### config.mk
export PLATFORM = sky130hd
export DESIGN_NAME = vid_top
export DESIGN_NICKNAME = d
export VERILOG_FILES = /design/src/vid_pkg.sv /design/src/vid_top.sv /design/src/vid_colmix.sv /design/src/vid_vdp_plane.sv /design/src/vid_tile_layer.sv /design/src/vid_timing.sv
export SDC_FILE = /design/constraint.sdc
export NUM_CORES = 2
export LEC_CHECK = 0
export BUFFER_PORTS_ARGS = -buffer_cell sky130_fd_sc_hd__buf_2
export CAP_MARGIN = 15
export CORE_MARGIN = 1
export CORE_UTILIZATION = 60
export CTS_CLUSTER_SIZE = 25
export DETAILED_ROUTE_END_ITERATION = 8
export PLACE_DENSITY_LB_ADDON = 0.2
export SLEW_MARGIN = 40
export SYNTH_ARGS = -nofsm -noshare
export SYNTH_HDL_FRONTEND = slang
export SYNTH_SLANG_ARGS = --single-unit
### constraint.sdc
create_clock -name clk -period 4.4 [get_ports clk]
set_input_delay 0.88 -clock clk [delete_from_list [all_inputs] [get_ports clk]]
set_output_delay 0.88 -clock clk [all_outputs]
set_load 0.005 [all_outputs]
### src/vid_pkg.sv
// raster, tile and colour constants, cpu address map, vdp register indices, mixer and tile enums
package vid_pkg;

    // raster, kept tiny for short simulations
    localparam int H_TOTAL      = 32;  // pixels per line
    localparam int H_ACTIVE     = 16;
    localparam int V_TOTAL      = 14;  // lines per frame
    localparam int V_ACTIVE     = 8;
    localparam int H_SYNC_START = 20;
    localparam int H_SYNC_LEN   = 4;
    localparam int V_SYNC_START = 10;
    localparam int V_SYNC_LEN   = 2;
    localparam int HW           = 5;   // hdump width
    localparam int VW           = 4;   // vdump width

    // tile geometry
    localparam int TILE_SIZE = 4;  // square, in pixels
    localparam int MAP_COLS  = 4;
    localparam int MAP_ROWS  = 2;
    localparam int NUM_TILES = 16;
    localparam int TW        = $clog2(TILE_SIZE);  // pixel position inside a tile
    localparam int COL_AW    = $clog2(MAP_COLS);
    localparam int ROW_AW    = $clog2(MAP_ROWS);
    localparam int CODE_W    = $clog2(NUM_TILES);  // map entry = tile code
    localparam int PIX_W     = 4;                  // colour index per pixel

    // tile memory sizes
    localparam int MAP_AW    = ROW_AW + COL_AW;
    localparam int MAP_DEPTH = MAP_COLS * MAP_ROWS;   // 8 entries
    localparam int PAT_AW    = CODE_W + TW;
    localparam int PAT_DEPTH = NUM_TILES * TILE_SIZE; // one row per tile line
    localparam int PAT_W     = PIX_W * TILE_SIZE;     // 16, leftmost pixel in top nibble
    localparam int PAL_DEPTH = 1 << PIX_W;

    // colour widths
    localparam int PAL_W   = 16;  // 5:6:5 rgb
    localparam int TILE_CW = 6;   // tile plane output per channel
    localparam int VID_CW  = 8;   // vdp plane and final output

    // cpu side
    localparam int CPU_DW  = 16;
    localparam int TILE_AW = 8;
    localparam int VDP_AW  = 3;

    // tile plane address map
    localparam logic [TILE_AW-1:0] MAP_BASE = 8'h00;
    localparam logic [TILE_AW-1:0] PAT_BASE = 8'h40;
    localparam logic [TILE_AW-1:0] PAL_BASE = 8'h80;

    // vdp registers, rg words hold red high and green low, b words hold blue high
    localparam logic [VDP_AW-1:0] REG_BACK_RG = 3'd0;
    localparam logic [VDP_AW-1:0] REG_BACK_B  = 3'd1;  // bit 0 = rectangle enable
    localparam logic [VDP_AW-1:0] REG_RECT_X  = 3'd2;  // x0 high byte, x1 low byte
    localparam logic [VDP_AW-1:0] REG_RECT_Y  = 3'd3;  // y0 high byte, y1 low byte
    localparam logic [VDP_AW-1:0] REG_RECT_RG = 3'd4;
    localparam logic [VDP_AW-1:0] REG_RECT_B  = 3'd5;
    localparam int NUM_REGS    = 6;
    localparam int RECT_EN_BIT = 0;

    localparam int MIX_DLY = 3;  // pxl_cen from position to rgb

    typedef enum logic [1:0] {
        MIX_TILE_OVER,
        MIX_VDP_OVER,
        MIX_TILE_ONLY,
        MIX_VDP_ONLY
    } mix_mode_e;

    typedef enum logic [1:0] {
        ST_IDLE,   // nothing captured since reset
        ST_MAP,    // stage 1 holds a blanked position
        ST_PIXEL   // stage 1 holds an active pixel
    } tile_stage_e;

endpackage
### src/vid_top.sv
// video subsystem top: timing, tile plane, vdp plane and colour mixer
`timescale 1ns/1ps

module vid_top import vid_pkg::*; (
    input  logic               clk,
    input  logic               reset,
    input  logic               pxl_cen,
    input  mix_mode_e          mix_mode,
    input  logic               gray_n,
    // tile plane cpu port
    input  logic               tile_valid,
    input  logic [TILE_AW-1:0] tile_addr,
    input  logic [CPU_DW-1:0]  tile_din,
    output logic               tile_ready,
    // vdp cpu port
    input  logic               vdp_we,
    input  logic [VDP_AW-1:0]  vdp_addr,
    input  logic [CPU_DW-1:0]  vdp_din,
    // video
    output logic               HS,
    output logic               VS,
    output logic               LHBL,
    output logic               LVBL,
    output logic               LHBL_dly,
    output logic               LVBL_dly,
    output logic [VID_CW-1:0]  red,
    output logic [VID_CW-1:0]  green,
    output logic [VID_CW-1:0]  blue
);

    logic [HW-1:0]      hdump;
    logic [VW-1:0]      vdump;
    logic [TILE_CW-1:0] tile_r, tile_g, tile_b;
    logic               tile_opaque;
    logic [VID_CW-1:0]  vdp_r, vdp_g, vdp_b;
    logic               rect_hit;

    vid_timing u_timing (
        .clk(clk), .reset(reset), .pxl_cen(pxl_cen),
        .hdump(hdump), .vdump(vdump),
        .HS(HS), .VS(VS), .LHBL(LHBL), .LVBL(LVBL)
    );

    vid_tile_layer u_tile (
        .clk(clk), .reset(reset), .pxl_cen(pxl_cen),
        .hdump(hdump), .vdump(vdump), .LHBL(LHBL), .LVBL(LVBL),
        .tile_valid(tile_valid), .tile_addr(tile_addr), .tile_din(tile_din),
        .tile_ready(tile_ready),
        .tile_r(tile_r), .tile_g(tile_g), .tile_b(tile_b), .tile_opaque(tile_opaque)
    );

    vid_vdp_plane u_vdp (
        .clk(clk), .reset(reset), .pxl_cen(pxl_cen),
        .hdump(hdump), .vdump(vdump),
        .vdp_we(vdp_we), .vdp_addr(vdp_addr), .vdp_din(vdp_din),
        .vdp_r(vdp_r), .vdp_g(vdp_g), .vdp_b(vdp_b), .rect_hit(rect_hit)
    );

    vid_colmix u_colmix (
        .clk(clk), .reset(reset), .pxl_cen(pxl_cen),
        .LHBL(LHBL), .LVBL(LVBL), .mix_mode(mix_mode), .gray_n(gray_n),
        .tile_r(tile_r), .tile_g(tile_g), .tile_b(tile_b), .tile_opaque(tile_opaque),
        .vdp_r(vdp_r), .vdp_g(vdp_g), .vdp_b(vdp_b), .rect_hit(rect_hit),
        .red(red), .green(green), .blue(blue),
        .LHBL_dly(LHBL_dly), .LVBL_dly(LVBL_dly)
    );

endmodule

### src/vid_colmix.sv
// colour mixer: plane priority, 6 to 8 bit expansion, gray conversion, blanking delay
`timescale 1ns/1ps

module vid_colmix import vid_pkg::*; (
    input  logic               clk,
    input  logic               reset,
    input  logic               pxl_cen,
    input  logic               LHBL,
    input  logic               LVBL,
    input  mix_mode_e          mix_mode,
    input  logic               gray_n,
    input  logic [TILE_CW-1:0] tile_r,
    input  logic [TILE_CW-1:0] tile_g,
    input  logic [TILE_CW-1:0] tile_b,
    input  logic               tile_opaque,
    input  logic [VID_CW-1:0]  vdp_r,
    input  logic [VID_CW-1:0]  vdp_g,
    input  logic [VID_CW-1:0]  vdp_b,
    input  logic               rect_hit,
    output logic [VID_CW-1:0]  red,
    output logic [VID_CW-1:0]  green,
    output logic [VID_CW-1:0]  blue,
    output logic               LHBL_dly,
    output logic               LVBL_dly
);

    logic [MIX_DLY-1:0] hb_sr, vb_sr;  // blanking delay lines
    logic [VID_CW-1:0]  tr8, tg8, tb8;
    logic               use_tile, use_vdp;
    logic [VID_CW-1:0]  mr, mg, mb;
    logic [VID_CW+1:0]  gsum;          // r + 2g + b, 10 bits
    logic [VID_CW-1:0]  gray;
    logic               vis_nxt;

    assign tr8 = {tile_r, tile_r[TILE_CW-1 -: 2]};  // top bits repeated
    assign tg8 = {tile_g, tile_g[TILE_CW-1 -: 2]};
    assign tb8 = {tile_b, tile_b[TILE_CW-1 -: 2]};

    always_comb begin
        use_tile = 1'b0;
        use_vdp  = 1'b0;
        case (mix_mode)
            MIX_TILE_OVER: begin
                use_tile = tile_opaque;
                use_vdp  = !tile_opaque;
            end
            MIX_VDP_OVER: begin
                use_tile = !rect_hit && tile_opaque;  // rectangle wins
                use_vdp  = rect_hit || !tile_opaque;
            end
            MIX_TILE_ONLY: use_tile = tile_opaque;    // black behind
            MIX_VDP_ONLY:  use_vdp  = 1'b1;
            default: ;
        endcase
    end

    assign mr = use_tile ? tr8 : use_vdp ? vdp_r : '0;
    assign mg = use_tile ? tg8 : use_vdp ? vdp_g : '0;
    assign mb = use_tile ? tb8 : use_vdp ? vdp_b : '0;

    assign gsum = {2'b0, mr} + {1'b0, mg, 1'b0} + {2'b0, mb};
    assign gray = gsum[VID_CW+1:2];  // /4, truncated

    // flags that will be LHBL_dly/LVBL_dly after this pxl_cen
    assign vis_nxt = hb_sr[MIX_DLY-2] && vb_sr[MIX_DLY-2];

    always_ff @(posedge clk) begin
        if (reset) begin
            hb_sr <= '0;
            vb_sr <= '0;
            red   <= '0;
            green <= '0;
            blue  <= '0;
        end else if (pxl_cen) begin
            hb_sr <= {hb_sr[MIX_DLY-2:0], LHBL};
            vb_sr <= {vb_sr[MIX_DLY-2:0], LVBL};
            red   <= !vis_nxt ? '0 : gray_n ? mr : gray;
            green <= !vis_nxt ? '0 : gray_n ? mg : gray;
            blue  <= !vis_nxt ? '0 : gray_n ? mb : gray;
        end
    end

    assign LHBL_dly = hb_sr[MIX_DLY-1];
    assign LVBL_dly = vb_sr[MIX_DLY-1];

    // delayed flags and colour stay aligned through the whole pipe
    a_blank_black: assert property (@(posedge clk) disable iff (reset)
        !(LHBL_dly && LVBL_dly) |-> (red == '0 && green == '0 && blue == '0))
        else $error("colmix: colour out during blanking");

endmodule

### src/vid_vdp_plane.sv
// second plane: staged cpu registers, frame-start copy, backdrop and rectangle pixel pipeline
`timescale 1ns/1ps

module vid_vdp_plane import vid_pkg::*; (
    input  logic              clk,
    input  logic              reset,
    input  logic              pxl_cen,
    input  logic [HW-1:0]     hdump,
    input  logic [VW-1:0]     vdump,
    // cpu write port, no back-pressure
    input  logic              vdp_we,
    input  logic [VDP_AW-1:0] vdp_addr,
    input  logic [CPU_DW-1:0] vdp_din,
    // pixel out, matches tile plane latency
    output logic [VID_CW-1:0] vdp_r,
    output logic [VID_CW-1:0] vdp_g,
    output logic [VID_CW-1:0] vdp_b,
    output logic              rect_hit
);

    logic [CPU_DW-1:0] stg [NUM_REGS];  // cpu side
    logic [CPU_DW-1:0] act [NUM_REGS];  // what the beam sees
    logic              frame_wrap;
    logic [7:0]        h8, v8;
    logic              in_rect;
    logic              s1_hit;
    logic [VID_CW-1:0] s1_r, s1_g, s1_b;

    // last position of the frame, counters go to 0,0 on this pxl_cen
    assign frame_wrap = pxl_cen && hdump == HW'(H_TOTAL - 1) && vdump == VW'(V_TOTAL - 1);

    always_ff @(posedge clk) begin
        if (reset) begin
            for (int i = 0; i < NUM_REGS; i++) begin
                stg[i] <= '0;
                act[i] <= '0;  // rectangle off, black backdrop
            end
        end else begin
            if (vdp_we && int'(vdp_addr) < NUM_REGS)
                stg[vdp_addr] <= vdp_din;
            if (frame_wrap)
                act <= stg;  // new values only from the next frame
        end
    end

    assign h8 = 8'(hdump);
    assign v8 = 8'(vdump);

    // bounds inclusive on both sides
    assign in_rect = act[REG_BACK_B][RECT_EN_BIT]
                  && h8 >= act[REG_RECT_X][15:8] && h8 <= act[REG_RECT_X][7:0]
                  && v8 >= act[REG_RECT_Y][15:8] && v8 <= act[REG_RECT_Y][7:0];

    // stage 1, colour select
    always_ff @(posedge clk) begin
        if (pxl_cen) begin
            s1_r <= in_rect ? act[REG_RECT_RG][15:8] : act[REG_BACK_RG][15:8];
            s1_g <= in_rect ? act[REG_RECT_RG][7:0]  : act[REG_BACK_RG][7:0];
            s1_b <= in_rect ? act[REG_RECT_B][15:8]  : act[REG_BACK_B][15:8];
        end
    end

    // stage 2, plain delay
    always_ff @(posedge clk) begin
        if (pxl_cen) begin
            vdp_r <= s1_r;
            vdp_g <= s1_g;
            vdp_b <= s1_b;
        end
    end

    always_ff @(posedge clk) begin
        if (reset) begin
            s1_hit   <= 1'b0;
            rect_hit <= 1'b0;
        end else if (pxl_cen) begin
            s1_hit   <= in_rect;
            rect_hit <= s1_hit;
        end
    end

endmodule

### src/vid_tile_layer.sv
// tile plane: cpu write port with handshake, map/pattern/palette rams, two-stage pixel pipeline
`timescale 1ns/1ps

module vid_tile_layer import vid_pkg::*; (
    input  logic               clk,
    input  logic               reset,
    input  logic               pxl_cen,
    input  logic [HW-1:0]      hdump,
    input  logic [VW-1:0]      vdump,
    input  logic               LHBL,
    input  logic               LVBL,
    // cpu write port
    input  logic               tile_valid,
    input  logic [TILE_AW-1:0] tile_addr,
    input  logic [CPU_DW-1:0]  tile_din,
    output logic               tile_ready,
    // pixel out, two pxl_cen behind hdump/vdump
    output logic [TILE_CW-1:0] tile_r,
    output logic [TILE_CW-1:0] tile_g,
    output logic [TILE_CW-1:0] tile_b,
    output logic               tile_opaque
);

    logic [CODE_W-1:0]  map_ram [MAP_DEPTH];
    logic [PAT_W-1:0]   pat_ram [PAT_DEPTH];
    logic [PAL_W-1:0]   pal_ram [PAL_DEPTH];

    logic [TILE_AW-1:0] map_off, pat_off, pal_off;
    logic               wr_en;
    logic               map_we, pat_we, pal_we;

    tile_stage_e        st;
    logic [MAP_AW-1:0]  map_idx;
    logic [CODE_W-1:0]  s1_code;   // stage 1 payload
    logic [TW-1:0]      s1_col;
    logic [TW-1:0]      s1_row;
    logic [PAT_W-1:0]   pat_row;
    logic [PIX_W-1:0]   pix_idx;
    logic [PAL_W-1:0]   pal_word;

    // rams are free in blanking once the last active pixel has left stage 1
    assign tile_ready = !(LHBL && LVBL) && st != ST_PIXEL;
    assign wr_en      = tile_valid && tile_ready;

    // region decode, offsets wrap below each base
    assign map_off = tile_addr - MAP_BASE;
    assign pat_off = tile_addr - PAT_BASE;
    assign pal_off = tile_addr - PAL_BASE;
    assign map_we  = wr_en && map_off < TILE_AW'(MAP_DEPTH);
    assign pat_we  = wr_en && pat_off < TILE_AW'(PAT_DEPTH);
    assign pal_we  = wr_en && pal_off < TILE_AW'(PAL_DEPTH);

    always_ff @(posedge clk) begin
        if (map_we) map_ram[map_off[MAP_AW-1:0]] <= tile_din[CODE_W-1:0];
        if (pat_we) pat_ram[pat_off[PAT_AW-1:0]] <= tile_din;
        if (pal_we) pal_ram[pal_off[PIX_W-1:0]]  <= tile_din;
    end

    // stage 1, map lookup for the tile under the beam
    assign map_idx = {vdump[TW +: ROW_AW], hdump[TW +: COL_AW]};

    always_ff @(posedge clk) begin
        if (pxl_cen) begin
            s1_code <= map_ram[map_idx];
            s1_col  <= hdump[TW-1:0];  // pixel inside tile
            s1_row  <= vdump[TW-1:0];  // line inside tile
        end
    end

    always_ff @(posedge clk) begin
        if (reset)
            st <= ST_IDLE;
        else if (pxl_cen)
            st <= (LHBL && LVBL) ? ST_PIXEL : ST_MAP;
    end

    // stage 2, pattern row -> colour index -> palette
    assign pat_row  = pat_ram[{s1_code, s1_row}];
    assign pix_idx  = pat_row[(TILE_SIZE - 1 - int'(s1_col)) * PIX_W +: PIX_W];
    assign pal_word = pal_ram[pix_idx];

    always_ff @(posedge clk) begin
        if (pxl_cen) begin
            tile_r <= {pal_word[15:11], pal_word[15]};  // 5 -> 6 bits
            tile_g <=  pal_word[10:5];
            tile_b <= {pal_word[4:0],   pal_word[4]};
        end
    end

    always_ff @(posedge clk) begin
        if (reset)
            tile_opaque <= 1'b0;
        else if (pxl_cen)
            tile_opaque <= st != ST_IDLE && pix_idx != '0;  // index 0 is see-through
    end

    // cpu writes never land while the beam is on a visible position
    a_no_active_wr: assert property (@(posedge clk) disable iff (reset)
        wr_en |-> !(int'(hdump) < H_ACTIVE && int'(vdump) < V_ACTIVE))
        else $error("tile: write accepted in active display");

endmodule

### src/vid_timing.sv
// raster timing: pixel and line counters, registered sync and blanking flags
`timescale 1ns/1ps

module vid_timing import vid_pkg::*; (
    input  logic          clk,
    input  logic          reset,
    input  logic          pxl_cen,
    output logic [HW-1:0] hdump,
    output logic [VW-1:0] vdump,
    output logic          HS,
    output logic          VS,
    output logic          LHBL,
    output logic          LVBL
);

    logic [HW-1:0] h_nxt;
    logic [VW-1:0] v_nxt;
    logic          h_wrap;
    logic          v_wrap;

    assign h_wrap = hdump == HW'(H_TOTAL - 1);
    assign v_wrap = vdump == VW'(V_TOTAL - 1);

    assign h_nxt = h_wrap ? '0 : hdump + 1'd1;
    // line counter only moves at end of line
    assign v_nxt = !h_wrap ? vdump :
                   v_wrap  ? '0    : vdump + 1'd1;

    // flags decoded from the next count, so they line up with hdump/vdump
    always_ff @(posedge clk) begin
        if (reset) begin
            hdump <= '0;
            vdump <= '0;
            HS    <= 1'b0;
            VS    <= 1'b0;
            LHBL  <= 1'b1;  // 0,0 is visible
            LVBL  <= 1'b1;
        end else if (pxl_cen) begin
            hdump <= h_nxt;
            vdump <= v_nxt;
            LHBL  <= h_nxt < HW'(H_ACTIVE);
            LVBL  <= v_nxt < VW'(V_ACTIVE);
            HS    <= h_nxt >= HW'(H_SYNC_START) &&
                     h_nxt <  HW'(H_SYNC_START + H_SYNC_LEN);
            VS    <= v_nxt >= VW'(V_SYNC_START) &&
                     v_nxt <  VW'(V_SYNC_START + V_SYNC_LEN);
        end
    end

    // counters stay inside the raster
    a_cnt_range: assert property (@(posedge clk) disable iff (reset)
        int'(hdump) < H_TOTAL && int'(vdump) < V_TOTAL)
        else $error("timing: counter out of range h=%0d v=%0d", hdump, vdump);

endmodule

# Word-level counts from Yosys, hierarchy flattened
# Memories as Yosys holds them, arrays and structs flattened. A register that Yosys moved wholly into a read port is not among the register bits.
# Cells that the tools add are included.
# totals
ff_bits	310
mem_bits_rw	1312
output_inout_bits	31
elab_cells	129
n_memories	3
# memory_table
memory	depth	word_bits	read_ports	rd_ports_with_merged_regs	wr	line_no	text
u_tile.pat_ram	64	16	1	0	1	vid_tile_layer.sv:25	logic [PAT_W-1:0] pat_ram [PAT_DEPTH];
u_tile.pal_ram	16	16	1	0	1	vid_tile_layer.sv:26	logic [PAL_W-1:0] pal_ram [PAL_DEPTH];
u_tile.map_ram	8	4	1	1	1	vid_tile_layer.sv:24	logic [CODE_W-1:0] map_ram [MAP_DEPTH];
# op_classes
addsub	7
order_cmp	16
n_eq_ne	6
n_shift	1
n_mux	30
bitwise_logic	1
n_reduce_logical	27
# op_table
cell	count
$mux W8	15
$bwmux W96	1
$demux W16 S3	1
$shiftx A16 B32 Y4	1
$logic_and A1 B1 Y1	19
$mux W16	1
$add A10 B8 Y10	1
$add A8 B9 Y10	1
$lt A5 B5 Y1 const B	2
$ge A4 B4 Y1 const B	2
$ge A4 B8 Y1	1
$ge A5 B8 Y1	1
$le A4 B8 Y1	1
$le A5 B8 Y1	1
$lt A4 B4 Y1 const B	2
$lt A8 B4 Y1 const B	1
$lt A8 B5 Y1 const B	1
$lt A8 B7 Y1 const B	1
$mux W4	2
$sub A8 B7 Y8 const B	1
$sub A8 B8 Y8 const B	1
$mux W1	6
$add A5 B1 Y5 const B	1
$eq A5 B5 Y1 const B	1
other kinds (20)	23

# Logic depth before layout (Yosys ltp)
# depth
ltp_word	9
ltp_mapped	17

# Modules after synthesis
# From an unflattened synthesis, not the netlist that was laid out.
# unflattened
hier_cells	3926
area_unflattened_um2	63880.0
# modules_own_cells
mod	instances	cells_each	area_each_um2
vid_tile_layer	1	2782	53506.3
vid_vdp_plane	1	862	7852.5
vid_colmix	1	214	1911.8
vid_timing	1	68	609.3

# Least setup slack after synthesis
# Ideal clock, no wire load.
# synth_path
path_kind	input to register
startpoint	input mix_mode[1]
endpoint	register u_colmix.blue[7]
t_arrival_ns	3.920
required_ns	4.272
path_slack_ns	0.353
stages	16
n_path_buf	1
path_cell_list	o21ai_0 > and2_1 > clkbuf_1 > a22oi_1 > fa_1 > nor3_1 > fa_1 > a21o_1 > a21oi_1 > o21bai_1 > a21oi_1 > nor2b_1 > o21ai_0 > a21oi_1 > a22oi_1 > nor2_1
# synth_between
elab_chain_cells	8
word_cells_on_any_way	17
classes_between	2 x add/sub; 3 x eq/ne; 10 x mux; 2 x reduce/logical
# synth_rtl
element	line_no	text
from (decl)	vid_top.sv:8	input mix_mode_e mix_mode,
$eq A2 B2 Y1, or another cell as far along	vid_colmix.sv:42	case (mix_mode)
$pmux W1 S3 or $reduce_or A2 Y1 (tied branches)	n/a	
$mux W8, or another cell as far along	vid_colmix.sv:57	assign mr = use_tile ? tr8 : use_vdp ? vdp_r : '0;
$mux W8 (on tied branches)	vid_colmix.sv:57, vid_colmix.sv:58	
$add A8 B9 Y10	vid_colmix.sv:61	assign gsum = {2'b0, mr} + {1'b0, mg, 1'b0} + {2'b0, mb};
$add A10 B8 Y10	vid_colmix.sv:61	
$mux W8 * (2 in series)	vid_colmix.sv:79	blue <= !vis_nxt ? '0 : gray_n ? mb : gray;
to (signal assigned)	vid_colmix.sv:79	
to (decl)	vid_colmix.sv:22	output logic [VID_CW-1:0] blue,
# Every way passes the cells marked *; elsewhere a longest branch is shown, timed or not.
# A chain may end at the register's enable or synchronous reset.

# Worst setup path after layout
# layout_path
startpoint	register u_tile.s1_row[0]
endpoint	register u_tile.tile_g[2], data pin
# layout_between
elab_chain_cells	3
# layout_rtl
element	line_no	text
from (decl)	vid_tile_layer.sv:36	logic [TW-1:0] s1_row;
from (signal assigned)	vid_tile_layer.sv:66	s1_row <= vdump[TW-1:0];
$mem_v2 Z64 W16	n/a	
$shiftx A16 B32 Y4	vid_tile_layer.sv:79	assign pix_idx = pat_row[(TILE_SIZE - 1 - int'(s1_col)) * PIX_W +: PIX_W];
$mem_v2 Z16 W16	n/a	
net u_tile.pal_word[7]	vid_tile_layer.sv:39	logic [PAL_W-1:0] pal_word;
to (signal assigned)	vid_tile_layer.sv:85	tile_g <= pal_word[10:5];
to (decl)	vid_tile_layer.sv:19	output logic [TILE_CW-1:0] tile_g,
# The timed path passes the listed nets, and every way through them passes these cells.

==> metrics.txt <==
Die Width=327 um; WHS Path Cells=0; most frequent cells in the layout=1,384 x edfxtp_1, 419 x nand2_1, 300 x buf_4, 241 x a21oi_1, 236 x mux2i_1; ANT nets after route=0; # port buffers=81; DIE AREA=roughly 110,000 sq um; P&R area growth vs syn=15.4%; WP data required=around 5000 ps; Crit. End Element=register; r2r setup slk=between 50 and 60 ps; register area share after synthesis=72.1%; max_cap viols=0; period utilization=98.8%; Crit Reg-Reg Startpoint=u_tile.s1_row[0]$_DFFE_PP_; I/O Pins=between 80 and 90; DRC Markers=0; Max FO, Critical Path=9; Post-Layout Cell Count=roughly 5,700; Synth Area in Adders=less than 1%; via count=between 30,000 and 40,000; WS Path Type=reg -> reg; grt total ovfl=0; overall power=between 30 and 40 mW; final number of setup-violating endpoints=0; min-delay worst type=reg -> reg; ratio of cells with drive above 1 in the final layout=about 25%; Placer Congestion=~0.94; Iter 0 DRT Violations=4,857; initial cell density of the core=slightly above 60%; crit path DAT=4850 ps; Total Wirelength=around 160,000 um; DP HPWL=~96,000 um; R2R depth=13; RSZ-0062 raised after global routing=yes; multiplexer share of the synthesized area=between 10% and 20%; VDD IR-drop max=0.375 mV; Slew HR=a little over a third; Sw Ratio=~22%; clock sinks=1,594; row count=~120; Worst Max-Slew Pin Slew=approximately 950 ps; Pint=around 25 mW; first drt pass iteration count=5; Compound-Gate Fraction of Synth Area=under 10%; routed len/inst=~28 um; worst skew pair latency=between 700 and 800 ps; Gate Count Post-Synth=approximately 3,800; Ys Warns=0; TritonCTS clock tree=yes; Post-synth top flop=edfxtp_1; hold wc startpoint=u_vdp.s1_r[7]$_DFFE_PP_; worst r2r dst=u_tile.tile_g[2]$_DFFE_PP_; number of global-route vias before repair=35,300; Simple-Gate Fraction of Synth Area=under 10%; Hold Crit Endpoint=u_vdp.vdp_r[7]$_DFFE_PP_; nets@finish=about 4,300; total global-route track usage=between 20% and 30%; Core Region=roughly 100,000 sq um; Fmax=approximately 0.23 GHz; Post-synth ARST share=0%; CTS Buf Count=approximately 160; post-route clock skew=roughly 22 ps; number of flops mapped to enable cells by yosys=1,384; P_sw=6.86 mW; Post-CTS Hold Buffers=0; via/cell ratio=6.46; Final Slew Violations=0; main combinational cell family by area after synthesis=multiplexers; Post-Place Cells=around 5,400; Final Hold Viols=0; Power Density=~430 nW/um^2; die height=between 300 and 400 um; first-pass GRT wire length=roughly 230,000 um; CP startpoint kind=register; Clk pwr share=41.3%; clock root buffer=clkbuf_16; leading cell type in the layout, fill and taps excluded=edfxtp_1; min Tclk post-route=4350 ps; #FFs+latches synth=between 1,500 and 2,000; part of the power in registers=52.3%; Logic pwr share=under 10%; Synth Area in XOR/XNOR=0.110%; Worst-path clk slew=60 ps; initial antenna violation count=5; post-synth net total=3,908; Netlist Area Pre-Place=63,500 sq um; Synth cell types=slightly above 70; deepest clock path buffer count=3; Mean Syn Cell Area=between 15 and 20 sq um; largest net degree at the start of global routing=~120; outcome=complete, no violations; Pleak=24.5 nW; H-tree level count=4
[logic make-up after synthesis]
logic type	count (synthesis)
xor gates and xnor gates	8
muxes	528
AOI/OAI and AO/OA	605
DFF	1594
adders and majority gates	35
buffers and inverters	270
and+or+nand+nor	782
[metal layers]
| metal | global-route usage (%) | part of all wire, % |
|---|---|---|
| met5 | 0 | 0.010 |
| met2 | 45.8 | 47 |
| met4 | 8.30 | 2.5 |
| met3 | 5.29 | 10 |
| met1 | 44.0 | 40 |
[how the worst max path moves through the flow]
| stage | from | end | cells after the start |
|---|---|---|---|
| floorplan | mix_mode[1] | u_colmix.blue[7]$_SDFFE_PP0P_ | 16 |
| global placement | u_tile.s1_row[0]$_DFFE_PP_ | u_tile.tile_g[0]$_DFFE_PP_ | 12 |
| detailed placement | u_tile.s1_row[0]$_DFFE_PP_ | u_tile.tile_g[0]$_DFFE_PP_ | 12 |
| CTS | u_tile.s1_row[0]$_DFFE_PP_ | u_tile.tile_g[5]$_DFFE_PP_ | 16 |
| global route | u_tile.s1_row[0]$_DFFE_PP_ | u_tile.tile_r[4]$_DFFE_PP_ | 15 |
| finish | u_tile.s1_row[0]$_DFFE_PP_ | u_tile.tile_g[2]$_DFFE_PP_ | 13 |
[power by group through the flow]
| stage | clock [mW] | combinational (mW) | sequential (mW) |
|---|---|---|---|
| final | 13.1 | 2.06 | 16.6 |
| after global routing | 13.8 | 2.16 | 16.6 |
| after CTS | 13.2 | 1.92 | 16.6 |
| after detailed placement | 0 | 1.87 | 16.9 |
| after global placement | 0 | 1.82 | 16.9 |
| after floorplan | 0 | 1.04 | 16.8 |
[registers in the layout (all words and copies together) (netlist names), 32 cells and up]
name,flops
u_tile.pat_ram,1024
u_tile.map_ram,32
u_tile.pal_ram,256
u_vdp.act,81
u_vdp.stg,81
[cell usage after synthesis, types with 32 or more instances]
library cell,number,share of area [%]
o21ai_0,32,0.25
dfxtp_1,210,6.6
buf_2,38,0.30
mux2i_1,237,3.7
a22oi_1,87,1.0
a21oi_1,241,1.9
a21boi_0,32,0.38
nand3_1,54,0.43
mux2_2,66,1.2
nand2_1,419,2.5
inv_1,40,0.24
edfxtp_1,1384,65
a22o_1,61,0.84
clkbuf_1,127,0.75
mux4_2,223,7.9
nor2_1,151,0.89
[critical path, stage by stage, from the launching register on]
cell      delay (ps)
edfxtp_1         430
buf_6            160
buf_12           140
mux4_2           540
mux4_2           520
mux4_2           590
mux2i_4          270
buf_12           180
buf_4            120
buf_4             90
mux2_2           320
a221o_1          300
a221oi_1         340
nor4_1            90
[timing repair]
item                                    4_1_cts  5_1_grt
gates resized for setup                      23       25
buffers inserted                              0       49
cloned                                        0        6
pin swaps                                     0        8
hold endpoints to repair                      0        0
endpoints found under the setup margin       11       16
[stage by stage]
stage / utilization (%) / setup TNS (ps) / area, sq um / hold WS, ps / setup WS, ps
after floorplan: - / 0 / 63500 / 400 / 353
after global placement: 64.5 / -958 / 67200 / 401 / -193
after detailed placement: 64.6 / -1360 / 67300 / 405 / -252
after CTS: 69.6 / 0 / 72500 / 384 / 3.06
after global routing: 70.3 / -184 / 73200 / 398 / -37.9
final: 70.3 / 0 / 73300 / 418 / 53.7
[cell type report]
type / instances / area (sq um)
Sequential cell: 1594 / 45800
Antenna cell: 3 / 7.51
Tap cell: 1380 / 1730
Fill cell: 6666 / 31000
Multi-Input combinational cell: 1958 / 16700
Inverter: 44 / 165
Timing Repair Buffer: 432 / 3860
Clock buffer: 203 / 4270
Clock inverter: 81 / 738
Power figures use the tool's default switching activity.
